[config.mk]
export PLATFORM = sky130hd
export DESIGN_NAME = mul_pipe
export DESIGN_NICKNAME = d
export VERILOG_FILES = /design/src/exec_pkg.sv /design/src/mul_pipe.sv
export SDC_FILE = /design/constraint.sdc
export NUM_CORES = 2
export LEC_CHECK = 0
export ABC_AREA = 1
export ABC_CLOCK_PERIOD_IN_PS = 6600
export BUFFER_PORTS_ARGS = -buffer_cell sky130_fd_sc_hd__buf_4
export CAP_MARGIN = 20
export CORE_UTILIZATION = 50
export CTS_CLUSTER_DIAMETER = 100
export DETAILED_ROUTE_END_ITERATION = 12
export HOLD_SLACK_MARGIN = 0.08
export PLACE_DENSITY = 0.74
export SETUP_SLACK_MARGIN = 0.4
export SLEW_MARGIN = 20
export SYNTH_ARGS = -nofsm -noshare
export SYNTH_HDL_FRONTEND = slang
export SYNTH_SLANG_ARGS = --single-unit
export TNS_END_PERCENT = 5
[constraint.sdc]
create_clock -name clk -period 6.6 [get_ports clk]
set_input_delay 1.32 -clock clk [delete_from_list [all_inputs] [get_ports clk]]
set_output_delay 1.32 -clock clk [all_outputs]
set_load 0.03 [all_outputs]
[src/exec_pkg.sv]
package exec_pkg;

	// Operation codes presented by decode
	typedef enum logic [4:0] {
		OP_ADD    = 5'd0,
		OP_SUB    = 5'd1,
		OP_SLL    = 5'd2,
		OP_SLT    = 5'd3,
		OP_SLTU   = 5'd4,
		OP_XOR    = 5'd5,
		OP_SRL    = 5'd6,
		OP_SRA    = 5'd7,
		OP_OR     = 5'd8,
		OP_AND    = 5'd9,
		OP_SUBU   = 5'd10, // Compare mask, all ones when a < b unsigned
		OP_LUI    = 5'd11,
		OP_AUIPC  = 5'd12,

		// M extension
		OP_MUL    = 5'd13,
		OP_MULH   = 5'd14,
		OP_MULHSU = 5'd15,
		OP_MULHU  = 5'd16,
		OP_DIV    = 5'd17,
		OP_DIVU   = 5'd18,
		OP_REM    = 5'd19,
		OP_REMU   = 5'd20
	} alu_op_e;

	// Which datapath produces the result
	typedef enum logic [1:0] {
		CLASS_INT = 2'd0,
		CLASS_MUL = 2'd1,
		CLASS_DIV = 2'd2
	} op_class_e;

	// Final operands after second-operand selection
	typedef struct packed {
		logic [31:0] a;
		logic [31:0] b;
	} operand_t;

	// Default pipeline depths of the multicycle units
	localparam int DEF_MUL_STAGES = 3;
	localparam int DEF_DIV_STAGES = 10;

endpackage

[src/mul_pipe.sv]
`timescale 1ns/1ps

module mul_pipe import exec_pkg::*; #(
	parameter int MUL_STAGES = DEF_MUL_STAGES
) (
	input  logic        clk,
	input  logic        reset,
	input  alu_op_e     alu_op,
	input  operand_t    operands,
	output logic [31:0] mul_result
);

	// Product plus the word it will be read from
	typedef struct packed {
		logic        high;
		logic [63:0] prod;
	} mul_stage_t;

	logic [63:0] a_ext;
	logic [63:0] b_ext;
	mul_stage_t  in_stage;
	mul_stage_t  stage [MUL_STAGES];

	// MULHU: both unsigned, MULHSU: only b unsigned
	assign a_ext = (alu_op == OP_MULHU) ? {32'h0, operands.a} :
		{{32{operands.a[31]}}, operands.a};
	assign b_ext = (alu_op == OP_MULHU || alu_op == OP_MULHSU) ? {32'h0, operands.b} :
		{{32{operands.b[31]}}, operands.b};

	assign in_stage.prod = a_ext * b_ext;
	assign in_stage.high = (alu_op != OP_MUL);

	always_ff @(posedge clk or posedge reset) begin
		if (reset) begin
			for (int i = 0; i < MUL_STAGES; i++) begin
				stage[i] <= '0;
			end
		end else begin
			stage[0] <= in_stage;
			for (int i = 1; i < MUL_STAGES; i++) begin
				stage[i] <= stage[i-1];
			end
		end
	end

	assign mul_result = stage[MUL_STAGES-1].high ? stage[MUL_STAGES-1].prod[63:32] :
		stage[MUL_STAGES-1].prod[31:0];

endmodule

# --- Word level (Yosys, flattened, before mapping) ---
# Cells that the tools add are included.
totals:
  reg_bits: 195
  out_inout_bits: 32
classes:
  mul: 1
  n_reduce_logical: 1
  n_eq_ne: 3
  n_mux: 3
op_table:
  columns: ["op", "n"]
  rows:
  - ["64-bit 2-to-1 mux", 2]
  - ["64-bit by 64-bit multiplier with 64-bit output", 1]
  - ["32-bit 2-to-1 mux", 1]
  - ["5-bit by 4-bit == test with 1-bit output (second input constant)", 1]
  - ["5-bit == test (second input constant)", 1]
  - ["5-bit by 4-bit inequality test with 1-bit output (second input constant)", 1]
  - ["1-bit logical OR", 1]

# --- Logic depth before layout (Yosys ltp) ---
logic_depth:
  word_depth: 4
  depth_mapped: 45
  mapped_depth_nobuf: 44

# --- Worst setup path after synthesis ---
# OpenSTA, ideal clock, no wires.
synth_path:
  path_type: "input port to flip-flop"
  from: "in alu_op[0]"
  to: "reg stage[186] (netlist name)"
  arrival_time_ns: 9.349
  cell_stages: 33
  required_ns: 6.521
  setup_time_ns: 0.079
  path_slack_ns: -2.828
  cell_sequence: "nor2_1 -> nand3_2 -> nand2_1 -> inv_1 -> nand2_1 -> inv_1 -> fa_1 -> inv_1 -> fa_1 -> inv_1 -> fa_1 -> inv_1 -> fa_1 -> inv_1 -> fa_1 -> fa_1 -> fa_1 -> fa_1 -> fa_1 -> inv_1 -> fa_1 -> inv_1 -> ha_1 -> nand2_1 -> nor2_1 -> inv_1 -> nor2_1 -> nand2_1 -> inv_1 -> nand3_1 -> or2_1 -> nand2_1 -> xor2_1"
synth_lines:
  columns: ["element", "line_no", "source"]
  rows:
  - ["start: declaration", "mul_pipe.sv:8", "input alu_op_e alu_op,"]
  - ["end signal: indexed assignment", "mul_pipe.sv:41", "stage[i] <= stage[i-1];"]
  - ["end: declaration", "mul_pipe.sv:22", "mul_stage_t stage [MUL_STAGES];"]

==> run summary <==
The flow ran to the end, but the final reports show violations. The checks that failed: setup timing. At the worst endpoint, the arrival time is 9.30 ns.

Measured against its own limit, the worst slew margin works out to 41.3%. Counting every net in the synthesized netlist gives 8004. In the global route stage, overall resource usage came out at 30.8%. The register with the most flip-flops in the layout has 195 of them. The tools report the maximum number of pins on one net before global-route repair as 136. The count of state elements after synthesis was 195; the critical path's largest stage delay was 0.71 ns. The logs give 1.02 for the global placement routability congestion and 195 for the number of clock sinks. Footprint of the flip-flops and latches: 0.00488 mm². TritonCTS built the clock tree.

Counting the fill cells in the layout gives 8893. For the area of the multi-input gates, the log shows 0.0430 mm². The global route total overflow is 0. The fraction of synthesized cell area taken by the top area cell type was 51.9%; the minimum setup slack among reg-to-reg paths was 6.05 ns. For this run, design rule violations remaining after detail routing come to 0. Along the worst path, the maximum fanout reaches 6. Average vias per placed instance: 5.05. The logs give 0 for the antenna violation net count after detailed routing and 111 MHz for the peak clock frequency supported by timing. The largest total area in the synthesized netlist belongs to sky130_fd_sc_hd__fa_1. The register name with the most flops is stage.

The largest registers in the layout are stage: 195 flops. The initial core utilization is 50.7%. For the number of hold violations in the final report, the log shows 0. The synthesized design contains 0 enable-type register cells.

Number of library cell types mapped by synthesis: 48. The cell count of the worst hold path was 0; the final clock period utilization by the worst path was 136%. Clock-pin slew was measured on the worst setup and hold paths at 0.07 ns.

Capture point of the critical path: stage[184]$_DFF_PP0_. The tools report the overall die area as 0.110 mm². In this run the tool buffered the top-level ports with 102 buffer cells.

STA classifies the critical path startpoint as a primary input. The critical path runs through a total of 34 cells. The number of buffer and inverter instances along the worst setup path works out to 13. The critical path class was primary input to register. Sorting the synthesized cells by area gives the leading types as sky130_fd_sc_hd__fa_1 52%, sky130_fd_sc_hd__inv_1 14%, sky130_fd_sc_hd__nand2_1 9.5%, sky130_fd_sc_hd__dfrtp_1 9.0%, sky130_fd_sc_hd__ha_1 7.3%. At the later pin of the worst-skew pair, clock insertion delay measures 0.44 ns. The logs give 1 for the initial antenna violation count and 0 for the reported max-cap violation count. The worst setup path is captured at a register. The share of final-layout standard cells stronger than drive strength 1 was 21.6%; the maximum buffer depth of the clock tree was 2. In this run the core area contains 120 standard-cell rows.

The final count of pins violating max slew is 0, and the average wire length per cell after detail routing is 19.7 µm. The total negative setup slack is -93.58 ns, and the number of DRC markers after the initial detailed-route iteration is 3347. The count of TritonRoute iterations in the first routing pass was 5; the number of H-tree branching levels was 4.

The area added between synthesis and finish was 20.7%. The most used flip-flop cell after synthesis is sky130_fd_sc_hd__dfrtp_1. Cell family with the largest share of critical-path delay: adder cells. In this run, CTS created clock tree buffers numbering 17.

Setup violations remaining at the end of the flow were counted as 53. The post-synthesis sequential area ratio is 8.96%, and the depth of the worst register-to-register path is 0. For this run, the post-layout net count is 8689. In the synthesized netlist, the number of instances is 6204.

The count of boundary I/O pins is 103. The class of the tightest hold or removal check was register to register. Placeable core region: 0.108 mm².

The first global-routing pass estimated 258 mm of wire. The tools report the clock root buffer as sky130_fd_sc_hd__clkbuf_16. The final layout contains routed wiring with a total length of 164 mm. In this run the horizontal extent of the chip is 332 µm.

Final critical-path setup slack: -2.38 ns. Setup repair after global routing could not meet its margin everywhere. In this run the vertical extent of the chip is 332 µm. After clock tree synthesis, the flow added hold-fix buffers numbering 0.

In this run the critical register-to-register path is launched from stage[185]$_DFF_PP0_. The endpoint required time on the critical path is 6.92 ns. The final route contains 41949 vias. The average instance area after synthesis was 8.78 µm². Across the routed clock network, the largest skew measured is 0.0168 ns. Yosys printed 0 warnings. The most critical setup path has its startpoint at alu_op[0].

After layout, the minimum clock period comes to 8.98 ns. For the sum of net half-perimeters after detailed placement, the log shows 146 mm. The capturing point of the worst reg2reg path was stage[120]$_DFF_PP0_.

For the pin with the worst max-slew slack, the measured transition is 0.881 ns. For the netlist area before placement, the log shows 0.0545 mm². The number of global-route vias before repair is 46181. In the synthesized netlist the async set-or-reset flop fraction comes to 100%. The cell seen most often among critical-path stages was sky130_fd_sc_hd__fa_1.

For the worst setup timing slack at the placement stage, the log shows -3.24 ns. Among all stages on the critical path, the largest delay is contributed by sky130_fd_sc_hd__fa_2.
==> stage by stage <==
| stage | std cells | hold slack (ns) | utilization, % | cell area [µm²] |
|---|---|---|---|---|
| after floorplan | 6204 | 0.331 | - | 54800 |
| after global placement | 8222 | 0.331 | 58.2 | 62500 |
| after detailed placement | 8222 | 0.335 | 58.2 | 62500 |
| after CTS | 8270 | 0.345 | 59.9 | 64400 |
| after global routing | 8305 | 0.350 | 61.2 | 65800 |
| final | 8306 | 0.342 | 61.2 | 65800 |
==> area by class of cell <==
cell class / instances / area share, %
Timing Repair inverter: 1 / 0.00951
Clock buffer: 17 / 0.647
Multi-Input combinational cell: 3703 / 65.3
Tap cell: 1403 / 2.67
Inverter: 2059 / 11.8
Timing Repair Buffer: 912 / 11.8
Antenna cell: 1 / 0.00380
Sequential cell: 195 / 7.42
Clock inverter: 15 / 0.274
==> Yosys cell counts, types with 17 or more instances <==
library cell,count
sky130_fd_sc_hd__ha_1,317
sky130_fd_sc_hd__clkbuf_1,242
sky130_fd_sc_hd__inv_1,2038
sky130_fd_sc_hd__nand3_1,51
sky130_fd_sc_hd__xor2_1,49
sky130_fd_sc_hd__a21oi_1,77
sky130_fd_sc_hd__xnor2_1,17
sky130_fd_sc_hd__nor2_1,190
sky130_fd_sc_hd__dfrtp_1,195
sky130_fd_sc_hd__mux2_2,32
sky130_fd_sc_hd__o21ai_0,43
sky130_fd_sc_hd__a21o_1,19
sky130_fd_sc_hd__fa_1,1412
sky130_fd_sc_hd__nand2_1,1372
sky130_fd_sc_hd__inv_2,21
==> layer usage <==
layer  track usage, %  share of wire (%)  vias up
met1             41.6                 40    21368
met4             10.4                4.1        0
met5                0                  0        -
met2             50.7                 47     1782
li1                 -                  -    18454
met3             4.89                9.3      345
==> cell families (layout without fill, tap and decap cells) <==
logic type      Yosys count  count (layout)  share of synthesized area [%]
fa+ha+maj              1729            1729                           59.2
other cells               0               1                              0
simple gates           1680            1680                           12.1
flops                   195             195                           8.96
buf+inv                2306            3004                           15.9
mux                      32              32                          0.661
compound gates          195             195                           2.12
xor+xnor                 67              67                           1.09
==> worst min path at each step <==
stage	from	end	slack [ns]
2_1_floorplan	stage[65]$_DFF_PP0_	stage[0]$_DFF_PP0_	0.33
3_3_place_gp	stage[80]$_DFF_PP0_	stage[15]$_DFF_PP0_	0.33
3_5_place_dp	stage[178]$_DFF_PP0_	stage[113]$_DFF_PP0_	0.33
4_1_cts	stage[111]$_DFF_PP0_	stage[46]$_DFF_PP0_	0.35
5_1_grt	stage[71]$_DFF_PP0_	stage[6]$_DFF_PP0_	0.35
6_report	stage[111]$_DFF_PP0_	stage[46]$_DFF_PP0_	0.34
==> repair_timing <==
| item | in CTS | in global routing |
|---|---|---|
| cloned | 1 | 1 |
| setup endpoints to repair | 56 | 56 |
| resized for setup | 303 | 297 |
| buffers inserted | 15 | 34 |
| pin swaps | 97 | 190 |
==> placed cells by master, fill, tap and decap left out, types with 17 or more instances in the layout <==
| cell type | instances |
|---|---|
| sky130_fd_sc_hd__inv_2 | 77 |
| sky130_fd_sc_hd__nor2_1 | 109 |
| sky130_fd_sc_hd__inv_1 | 1972 |
| sky130_fd_sc_hd__clkbuf_16 | 18 |
| sky130_fd_sc_hd__fa_1 | 1307 |
| sky130_fd_sc_hd__nor2_4 | 37 |
| sky130_fd_sc_hd__buf_6 | 56 |
| sky130_fd_sc_hd__o21ai_1 | 21 |
| sky130_fd_sc_hd__nand2_4 | 17 |
| sky130_fd_sc_hd__xor2_1 | 42 |
| sky130_fd_sc_hd__a21o_1 | 17 |
| sky130_fd_sc_hd__ha_4 | 44 |
| sky130_fd_sc_hd__nand3_1 | 44 |
| sky130_fd_sc_hd__nand2_2 | 37 |
| sky130_fd_sc_hd__buf_4 | 795 |
| sky130_fd_sc_hd__nor2_2 | 58 |
| sky130_fd_sc_hd__mux2_2 | 32 |
| sky130_fd_sc_hd__a21oi_1 | 37 |
| sky130_fd_sc_hd__ha_1 | 268 |
| sky130_fd_sc_hd__fa_2 | 105 |
| sky130_fd_sc_hd__buf_12 | 50 |
| sky130_fd_sc_hd__nand2_1 | 1321 |
| sky130_fd_sc_hd__a21oi_2 | 39 |
| sky130_fd_sc_hd__dfrtp_1 | 195 |
Power is left out: the tool's default activity adds up to more than one toggle a clock period on the data nets, which glitch-free logic cannot reach.
