$ cat src/exec_pkg.sv
package exec_pkg;

	// Operation codes presented by decode
	typedef enum logic [4:0] {
		OP_ADD    = 5'd0,
		OP_SUB    = 5'd1,
		OP_SLL    = 5'd2,
		OP_SLT    = 5'd3,
		OP_SLTU   = 5'd4,
		OP_XOR    = 5'd5,
		OP_SRL    = 5'd6,
		OP_SRA    = 5'd7,
		OP_OR     = 5'd8,
		OP_AND    = 5'd9,
		OP_SUBU   = 5'd10, // Compare mask, all ones when a < b unsigned
		OP_LUI    = 5'd11,
		OP_AUIPC  = 5'd12,

		// M extension
		OP_MUL    = 5'd13,
		OP_MULH   = 5'd14,
		OP_MULHSU = 5'd15,
		OP_MULHU  = 5'd16,
		OP_DIV    = 5'd17,
		OP_DIVU   = 5'd18,
		OP_REM    = 5'd19,
		OP_REMU   = 5'd20
	} alu_op_e;

	// Which datapath produces the result
	typedef enum logic [1:0] {
		CLASS_INT = 2'd0,
		CLASS_MUL = 2'd1,
		CLASS_DIV = 2'd2
	} op_class_e;

	// Final operands after second-operand selection
	typedef struct packed {
		logic [31:0] a;
		logic [31:0] b;
	} operand_t;

	// Default pipeline depths of the multicycle units
	localparam int DEF_MUL_STAGES = 3;
	localparam int DEF_DIV_STAGES = 10;

endpackage

$ cat src/exec_control.sv
`timescale 1ns/1ps

module exec_control import exec_pkg::*; #(
	parameter int MUL_STAGES = DEF_MUL_STAGES,
	parameter int DIV_STAGES = DEF_DIV_STAGES
) (
	input  logic        clk,
	input  logic        reset,
	input  alu_op_e     alu_op,
	input  logic [31:0] int_result,
	input  logic [31:0] mul_result,
	input  logic [31:0] div_result,
	output logic        stall,
	output logic [31:0] result
);

	localparam int MAX_STAGES = (MUL_STAGES > DIV_STAGES) ? MUL_STAGES : DIV_STAGES;
	localparam int CNT_W = $clog2(MAX_STAGES + 1);

	op_class_e        op_class;
	logic [CNT_W-1:0] latency;
	logic [CNT_W-1:0] count;
	logic             busy;
	logic             done;      // Completion cycle, op is still on the inputs
	logic             new_multi;

	always_comb begin
		case (alu_op)
			OP_MUL, OP_MULH, OP_MULHSU, OP_MULHU: op_class = CLASS_MUL;
			OP_DIV, OP_DIVU, OP_REM, OP_REMU:     op_class = CLASS_DIV;
			default:                              op_class = CLASS_INT;
		endcase
	end

	always_comb begin
		case (op_class)
			CLASS_MUL: latency = CNT_W'(MUL_STAGES);
			CLASS_DIV: latency = CNT_W'(DIV_STAGES);
			default:   latency = '0;
		endcase
	end

	// A multicycle op seen while idle starts a new stall window
	assign new_multi = (op_class != CLASS_INT) && !busy && !done;
	assign stall = busy || new_multi;

	always_ff @(posedge clk or posedge reset) begin
		if (reset) begin
			busy  <= 1'b0;
			done  <= 1'b0;
			count <= '0;
		end else if (new_multi) begin
			count <= latency - 1'b1;
			busy  <= (latency > 1);
			done  <= (latency == 1);
		end else if (busy) begin
			count <= count - 1'b1;
			if (count == 1) begin // Last stall cycle
				busy <= 1'b0;
				done <= 1'b1;
			end
		end else begin
			done <= 1'b0; // Same op after this starts again
		end
	end

	always_comb begin
		case (op_class)
			CLASS_MUL: result = mul_result;
			CLASS_DIV: result = div_result;
			default:   result = int_result;
		endcase
	end

endmodule

$ cat config.mk
export PLATFORM = sky130hd
export DESIGN_NAME = exec_control
export DESIGN_NICKNAME = d
export VERILOG_FILES = /design/src/exec_pkg.sv /design/src/exec_control.sv
export SDC_FILE = /design/constraint.sdc
export NUM_CORES = 1
export LEC_CHECK = 0
export BUFFER_PORTS_ARGS = -buffer_cell sky130_fd_sc_hd__clkbuf_2
export CAP_MARGIN = 10
export CORE_ASPECT_RATIO = 0.7
export CORE_MARGIN = 2
export CORE_UTILIZATION = 29
export DETAILED_ROUTE_END_ITERATION = 10
export HOLD_SLACK_MARGIN = 0.03
export PLACE_DENSITY = 0.77
export SYNTH_ARGS = -nofsm -noshare
export SYNTH_HDL_FRONTEND = slang
export SYNTH_SLANG_ARGS = --single-unit
$ cat constraint.sdc
create_clock -name clk -period 1.49 [get_ports clk]
set_clock_uncertainty 0.1 [all_clocks]
set_input_delay 0.0745 -clock clk [delete_from_list [all_inputs] [get_ports clk]]
set_output_delay 0.0745 -clock clk [all_outputs]
set_load 0.02 [all_outputs]
[Yosys cells after proc, flatten, opt, wreduce, memory -nomap -nowiden]
Memories as Yosys holds them, arrays and structs flattened.
Cells that the tools add are included.
Storage, ports and cells
  memories kept: 1
  output and inout bits: 33
  memory bits (read-only): 64
  register bits after elaboration: 6
  word-level logic and storage cells: 29
Memories
  (name not given): words 32, bits a word 2, read ports 1, clocked after Yosys merged registers in 0, write ports 0, line exec_control.sv:28  | case (alu_op)
Operators by class
  $add $sub $neg: 2
  equal/unequal tests: 5
  mux-type cells: 10
  $lt $le $gt $ge: 1
  reduce and logical (&&, ||, !) cells: 7
Operator list (number)
  32-bit case mux with 2 select lines: 1
  4-bit by 1-bit equality test with 1-bit output (second input constant): 2
  4-bit 2-to-1 mux: 2
  4-bit case mux with 2 select lines: 1
  4-bit by 1-bit subtractor with 4-bit output (second input constant): 2
  1-bit 2-to-1 mux: 6
  4-bit by 1-bit > comparator with 1-bit output (second input constant): 1
  2-bit nonzero test: 2
  3-bit by 1-bit inequality test with 1-bit output (second input constant): 1
  2-bit by 1-bit equality test with 1-bit output (second input constant): 1
  2-bit equality test (second input constant): 1
  1-bit logical AND: 2
  1-bit zero test: 2
  1-bit logical OR: 1

[Longest topological paths before layout]
Gate-level depths: netlist (run 1).
An unclocked memory read counts as a cell.
  word-level depth: 5
  depth in mapped cells: 8

[Least setup slack after synthesis (run 1)]
No wires, ideal clock.
  path kind: input to output
  start: in alu_op[1]
  end: out result[24]
  arrival: 1706 ps
  buffers on the path: 2
  slack: -390 ps
  stages: 8
  cell sequence: or2_1 > xor2_1 > nor2b_1 > ha_1 > buf_2 > buf_2 > a22oi_1 > o21ai_0
On the way
  cells in the longest elaborated chain, start to end: 3
  elaborated cells between the ends (all ways): 4
  classes of those cells: eq/ne (2); mux (1); memory (1)
Ends and longest elaborated chain
  from (decl): line exec_control.sv:9  | input alu_op_e alu_op,
  memory read 32 x 2 bit *
  2-bit equality test / 2-bit by 1-bit equality test with 1-bit output (equally long branches): line exec_control.sv:68  | case (op_class)
  32-bit case mux with 2 select lines *: line exec_control.sv:68
  to (decl): line exec_control.sv:14  | output logic [31:0] result
Mark *: on every way between the ends. The rest lies on a longest branch, timed or not.

[Worst setup path in the final report (run 1)]
  start: in alu_op[0]
  end: out result[14]
Same word-level chain as after synthesis.

==> impl_results.md, run 1 <==
* Count of nets after finishing at 428
* Startpoint type of the worst setup path: primary input
* Internal cell power at 1.343 mW
* Ratio of routed vias to standard cells at between 5 and 6
* Failing checks: negative setup slack
* Clock transition at the registers of the reported paths at roughly 0.05 ns
* Slowest cell delay on critical path at 0.29 ns
* DRT Wirelength at between 7000 and 8000 um
* Input/output buffers at about 140
* Number of enable flip-flop cells after synthesis at 0
* Placed wire-length estimate at roughly 3800 um
* CTS root buf: sky130_fd_sc_hd__clkbuf_8
* Global-route wire length before repair at approximately 8000 um
* Clock tree from TritonCTS: yes
* Crit Reg-Reg Startpoint: count[1]
* Reg2reg path depth at 5
* Most common cell after layout, fill and taps aside: sky130_fd_sc_hd__clkbuf_2
* Terminus of the critical flop-to-flop path: count[2]
* DIE HEIGHT at between 50 and 60 um
* Initial core utilization at 30.41%
* Routed WL per cell at between 20 and 25 um
* Max Cap Violations at 0
* Crit path setup slack, layout at -0.4167 ns
* Number of DRC markers in iteration 0 at 83
* Worst hold slack after final layout at 0.2143 ns
* IO Count at 136
* Total vias in the final route at roughly 2100
* Final Max Slew Viols at 0
* GRT Overall Usage at a little under a quarter
* Post-Syn Instances at 160
* Fraction of registers with async set/reset at 100.0%
* Worst-margin pin slew at between 0.5 and 0.6 ns
* Area of the mapped netlist at around 1100 um2
* DRC viols at 0
* Share of layout cells above drive strength 1 at about 82%
* Total nets after synthesis at about 270
* Std-Cell Core Area at ~3600 um2
* Unrepaired setup endpoints after global routing: yes
* Setup violations, final at 39
* Standard-cell rows at 18
* Cell family with most CP delay: buffers and inverters
* Number of levels in the clock H-tree at 1
* Final critical-path share of the clock period at 128.0%
* Max clock buf depth at 2
* Slowest stage cell on the critical path: sky130_fd_sc_hd__ha_4
* Share of total power in the clock network at 10.8%
* Commonest cells after routing, fill and taps aside: sky130_fd_sc_hd__clkbuf_2 (101), sky130_fd_sc_hd__a22oi_2 (27), sky130_fd_sc_hd__nand2_1 (22)
* Reg-to-reg setup timing slack at -0.03 ns
* Critical Path Sink Type: output pin
* Final core occ at between 80 and 90%
* Combinational Power Share at between 70% and 80%
* Total global routing overflow at 0
* Areal power density over the cells at approximately 810 nW/um2
* Cts bufs inserted at 3
* Diode count at 0
* Leakage at around 1.4 nW
* Post-detailed-route count of antenna-violating nets at 0
* Initial antenna violation count at 0
* Sw Share at about 47%
* Synth Register Bits at 6
* Arrival time at the worst endpoint at between 1.5 and 2 ns
* CTS sink cnt at 6
* Hold Fails Final Rpt at 0
* Post-layout min period at between 1.5 and 2 ns
* Die width at about 77 um
* Area grow syn2layout at 189.0%
* Sequential cell area fraction in the yosys report at between 10% and 20%
* Worst-path cell chain: buf_6 -> or2_4 -> xor2_2 -> nand2b_1 -> ha_4 -> buf_12 -> buf_4 -> o21ai_2 -> clkbuf_8
* Synthesis Warnings at 0
* Status: finished with violations
* Largest net degree at the start of global routing at 18
* Average size of a mapped cell at between 6 and 7 um2
* Sequential power share at between 10% and 20%
* First-pass iteration count of the detailed router at 4
* Clock latency reported for the late side of the worst-skew pair at around 0.24 ns
* Count of buffering cells on the critical path with inverters included at 4
* Max Fclk at 0.5245 GHz
* Worst voltage drop across the vdd grid at a little over 900 uV
* Filler cell count in the final layout at 170
* Worst hold path type: primary input to asynchronous set/reset pin
* Worst setup path category: primary input to output pin
* Crit path required time at roughly 1.3 ns
* Switching power total at 1.189 mW
* GP Congestion at 0.8613
* Via count of the first global-routing pass at about 1800
* Floorplan die area at between 4000 and 5000 um2
* Tightest slew margin relative to the limit at ~64%
* Synth cell types at 31
* Critical path fanouts, max at 8
* Primary FF master, synth: sky130_fd_sc_hd__dfrtp_1
## cell usage after synthesis (2+ instances only)
master | number | area, um2
sky130_fd_sc_hd__a21oi_1 | 3 | 15.01
sky130_fd_sc_hd__nand2_1 | 34 | 127.6
sky130_fd_sc_hd__buf_4 | 3 | 22.52
sky130_fd_sc_hd__clkbuf_1 | 2 | 7.510
sky130_fd_sc_hd__o21ai_1 | 12 | 60.06
sky130_fd_sc_hd__dfrtp_1 | 6 | 150.1
sky130_fd_sc_hd__nand2b_1 | 3 | 18.77
sky130_fd_sc_hd__o21ai_0 | 22 | 110.1
sky130_fd_sc_hd__buf_2 | 11 | 55.05
sky130_fd_sc_hd__a22oi_1 | 32 | 240.2
sky130_fd_sc_hd__inv_1 | 5 | 18.77
sky130_fd_sc_hd__o31ai_1 | 3 | 22.52
sky130_fd_sc_hd__ha_1 | 6 | 75.07
## area by class of cell
type / instances / area, um2 / area share (%)
Clock buffer: 3 / 41.29 / 1.320
Inverter: 5 / 18.77 / 0.6000
Multi-Input combinational cell: 133 / 1393 / 44.52
Sequential cell: 6 / 150.1 / 4.800
Tap cell: 50 / 62.56 / 2.000
Timing Repair Buffer: 170 / 1463 / 46.76
## logic make-up (layout without fill, tap and decap cells)
group | after synthesis | in the layout | share of synthesized area, %
compound gates | 81 | 81 | 49.60
simple gates | 45 | 45 | 19.19
buf+inv | 21 | 178 | 9.595
fa+ha+maj | 6 | 6 | 6.936
flops | 6 | 6 | 13.87
xor+xnor | 1 | 1 | 0.8094
## worst min-delay path, delay by kind of cell
family | cells | cell delay [ns]
buffers and inverters | 3 | 0.85
## worst max-delay path by stage
| stage | cells after the start | slack (ns) | start | endpoint |
|---|---|---|---|---|
| final | 9 | -0.42 | alu_op[0] | result[14] |
| after global routing | 9 | -0.46 | alu_op[0] | result[14] |
| after CTS | 9 | -0.27 | alu_op[1] | result[18] |
| after detailed placement | 9 | -0.39 | alu_op[1] | result[20] |
| after global placement | 9 | -0.34 | alu_op[1] | result[20] |
| after floorplan | 8 | -0.1 | alu_op[1] | result[14] |
## power by group through the flow
stage	Sequential [mW]	Combinational, mW	Clock (mW)
3_5_place_dp	0.378	1.16	0
6_report	0.429	1.83	0.274
5_1_grt	0.443	1.90	0.283
2_1_floorplan	0.327	0.815	0
4_1_cts	0.386	1.49	0.254
3_3_place_gp	0.373	1.13	0
## flip-flops by register name (all words and copies together), names as in the netlist
signal	count
busy	1
done	1
count	4
## routing by layer
metal  track usage, %  part of all wire (%)
met1            26.93                    35
met2            48.68                    53
met3            3.571                   8.7
met4            7.143                   3.6
met5                0                     0
## repair_timing
action,CTS,global route
resized for setup,98,57
setup buffers,5,10
gates cloned,1,4
hold buffers,1,0
pin swaps,7,17
setup endpoints to repair,38,39
hold endpoints to repair,6,0
## per-stage QoR
stage	worst slack, ns	std cells	setup TNS [ns]	total power, mW	instance area [um2]
finish	-0.4167	367	-13.59	2.532	3128
global route	-0.4582	367	-15.04	2.630	3128
CTS	-0.2707	356	-8.311	2.135	2760
detailed placement	-0.3879	346	-13.21	1.539	2222
global placement	-0.3434	346	-11.54	1.506	2222
floorplan	-0.09858	160	-2.471	1.141	1489
Power figures use the tool's default switching activity.
==> run 2: changes to the inputs <==
Settings changed: SETUP_SLACK_MARGIN from default to 0.15.
==> impl_results.md, run 2 (same netlist as run 1, synthesis figures left out) <==
* Multi-input gate area in the final layout at 1277 um2 (was 1393 um2)
* Sequential Area at 150.1 um2 (unchanged)
* Setup violations, final at 39 (unchanged)
* Arrival time at the worst endpoint at 1.62 ns (was 1.73 ns)
* GP Congestion at 0.8544 (was 0.8613)
* Critical Path Sink Type: output pin (unchanged)
* Total global routing overflow at 0 (unchanged)
* Share of layout cells above drive strength 1 at 79.03% (was 82.33%)
* Number of DRC markers in iteration 0 at 56 (was 83)
* Post-route total power at 2.256 mW (was 2.532 mW)
* Leakage at 1.284 nW (was 1.422 nW)
* Global-route wire length before repair at 7576 um (was 7962 um)
* Initial antenna violation count at 0 (unchanged)
* Cts bufs inserted at 3 (unchanged)
* DIE HEIGHT at 55.11 um (unchanged)
* Post-detailed-route count of antenna-violating nets at 0 (unchanged)
* Status: finished with violations (unchanged)
* Die width at 77.02 um (unchanged)
* Largest registers: count (4), busy (1), done (1) (unchanged)
* Critical path fanouts, max at 15 (was 8)
* Routing usage on met1 at 26.59% (was 26.93%)
* Max clock buf depth at 2 (unchanged)
* Most common cell after layout, fill and taps aside: sky130_fd_sc_hd__clkbuf_2 (unchanged)
* Worst setup path category: primary input to output pin (unchanged)
* Initial core utilization at 30.41% (unchanged)
* Final core occ at 77.81% (was 87.90%)
* Areal power density over the cells at 814.9 nW/um2 (was 809.4 nW/um2)
* Met2 global-route usage at 45.32% (was 48.68%)
* Gr busiest metal: met2 (unchanged)
* Crit path required time at 1.32 ns (about the same)
* Via count of the first global-routing pass at 1664 (was 1752)
* Max Fclk at 0.5582 GHz (was 0.5245 GHz)
* Startpoint type of the worst setup path: primary input (unchanged)
* Total vias in the final route at 1875 (was 2076)
* Routed WL per cell at 15.67 um (was 20.60 um)
* Routing usage on met3 at 3.896% (was 3.571%)
* First-pass iteration count of the detailed router at 4 (unchanged)
* Placed wire-length estimate at 3806 um (was 3781 um)
* Worst hold path type: primary input to asynchronous set/reset pin (unchanged)
* DRC viols at 0 (unchanged)
* Floorplan die area at 4244 um2 (unchanged)
* Placement Setup Slack at -0.3989 ns (was -0.3879 ns)
* DRT Wirelength at 5640 um (was 7562 um)
* Input/output buffers at 135 (unchanged)
* Final critical-path share of the clock period at 120.2% (was 128.0%)
* Clock latency reported for the late side of the worst-skew pair at 0.24 ns (about the same)
* Max Cap Violations at 0 (unchanged)
* Ratio of routed vias to standard cells at 5.208 (was 5.657)
* Tightest slew margin relative to the limit at 63.51% (was 63.65%)
* Diode count at 0 (unchanged)
* Failing checks: negative setup slack (unchanged)
* Setup total negative slack at -8.876 ns (was -13.59 ns)
* Standard-cell rows at 18 (unchanged)
* Final Max Slew Viols at 0 (unchanged)
* Filler cell count in the final layout at 248 (was 170)
* Worst voltage drop across the vdd grid at 869.4 uV (was 914.8 uV)
* Clock transition at the registers of the reported paths at 0.04 ns (was 0.05 ns)
* Std-Cell Core Area at 3558 um2 (unchanged)
* Commonest cells after routing, fill and taps aside: sky130_fd_sc_hd__clkbuf_2 (102), sky130_fd_sc_hd__buf_6 (32), sky130_fd_sc_hd__nand2_1 (26) (was sky130_fd_sc_hd__clkbuf_2 (101), sky130_fd_sc_hd__a22oi_2 (27), sky130_fd_sc_hd__nand2_1 (22))
* Largest net degree at the start of global routing at 19 (was 18)
* Count of nets after finishing at 421 (was 428)
* Flip-flop count of the largest register after layout at 4 (unchanged)
* CTS root buf: sky130_fd_sc_hd__clkbuf_8 (unchanged)
* GRT Overall Usage at 23.11% (was 23.90%)
* Hold Fails Final Rpt at 0 (unchanged)
* Crit path setup slack, layout at -0.3014 ns (was -0.4167 ns)
* Unrepaired setup endpoints after global routing: yes (unchanged)
* Post-layout min period at 1.791 ns (was 1.907 ns)
* CTS sink cnt at 6 (unchanged)
* Worst-margin pin slew at 0.5474 ns (was 0.5453 ns)
* Worst hold slack after final layout at 0.1902 ns (was 0.2143 ns)
* Number of levels in the clock H-tree at 1 (unchanged)
* Clock tree from TritonCTS: yes (unchanged)
* Register with the highest flop count: count (unchanged)
* IO Count at 136 (unchanged)
* Area grow syn2layout at 155.8% (was 189.0%)
-- run 2: worst max-delay path, stage by stage --
cell	delay [ns]
sky130_fd_sc_hd__clkbuf_2	0.09
sky130_fd_sc_hd__nand2b_2	0.22
sky130_fd_sc_hd__o31ai_2	0.34
sky130_fd_sc_hd__ha_4	0.30
sky130_fd_sc_hd__buf_12	0.16
sky130_fd_sc_hd__buf_4	0.14
sky130_fd_sc_hd__o21ai_4	0.11
sky130_fd_sc_hd__clkbuf_4	0.18
-- run 2: metal layers --
layer	vias to the layer above	share of wire [%]	routed length, um
li1	896	-	-
met1	851	37	2079
met2	117	54	3037
met3	11	8.0	449
met4	0	1.3	73
met5	-	0	0
-- run 2: final cells by class --
class	count	area share (%)
tap	50	2.259
inverter	5	0.6778
multi-input combinational	133	46.14
clock buffer	3	1.491
sequential	6	5.422
timing repair buffer	163	44.01
-- run 2: report_power, final --
part	internal, mW	switching (mW)
clock network	0.175	0.0824
registers	0.241	0.162
logic	0.806	0.791
total	1.22	1.03
-- run 2: timing repair --
item                                    CTS  global route
setup buffers                             7             2
hold buffers                              1             0
cloned                                    1             0
gates resized for setup                  35            91
pin swaps                                 6             6
endpoints found under the setup margin   39            39
endpoints found under the hold margin     6             0
-- run 2: path summary, 6_finish.rpt --
check                         startpoint         end  slack, ns  cells after the start
min                                reset    count[1]       0.19                      3
max                            alu_op[3]  result[31]      -0.30                      8
max in group asynchronous          reset        busy       0.91                      3
max reg2reg                         done    count[2]       0.04                      4
min in group clk           int_result[6]   result[6]       0.34                      4
min reg2reg                     count[2]    count[2]       0.50                      1
-- run 2: through the flow --
step / cells / cell area (um2)
after floorplan: 160 / 1493
after global placement: 346 / 2238
after detailed placement: 346 / 2238
after CTS: 358 / 2531
after global routing: 360 / 2769
final: 360 / 2769
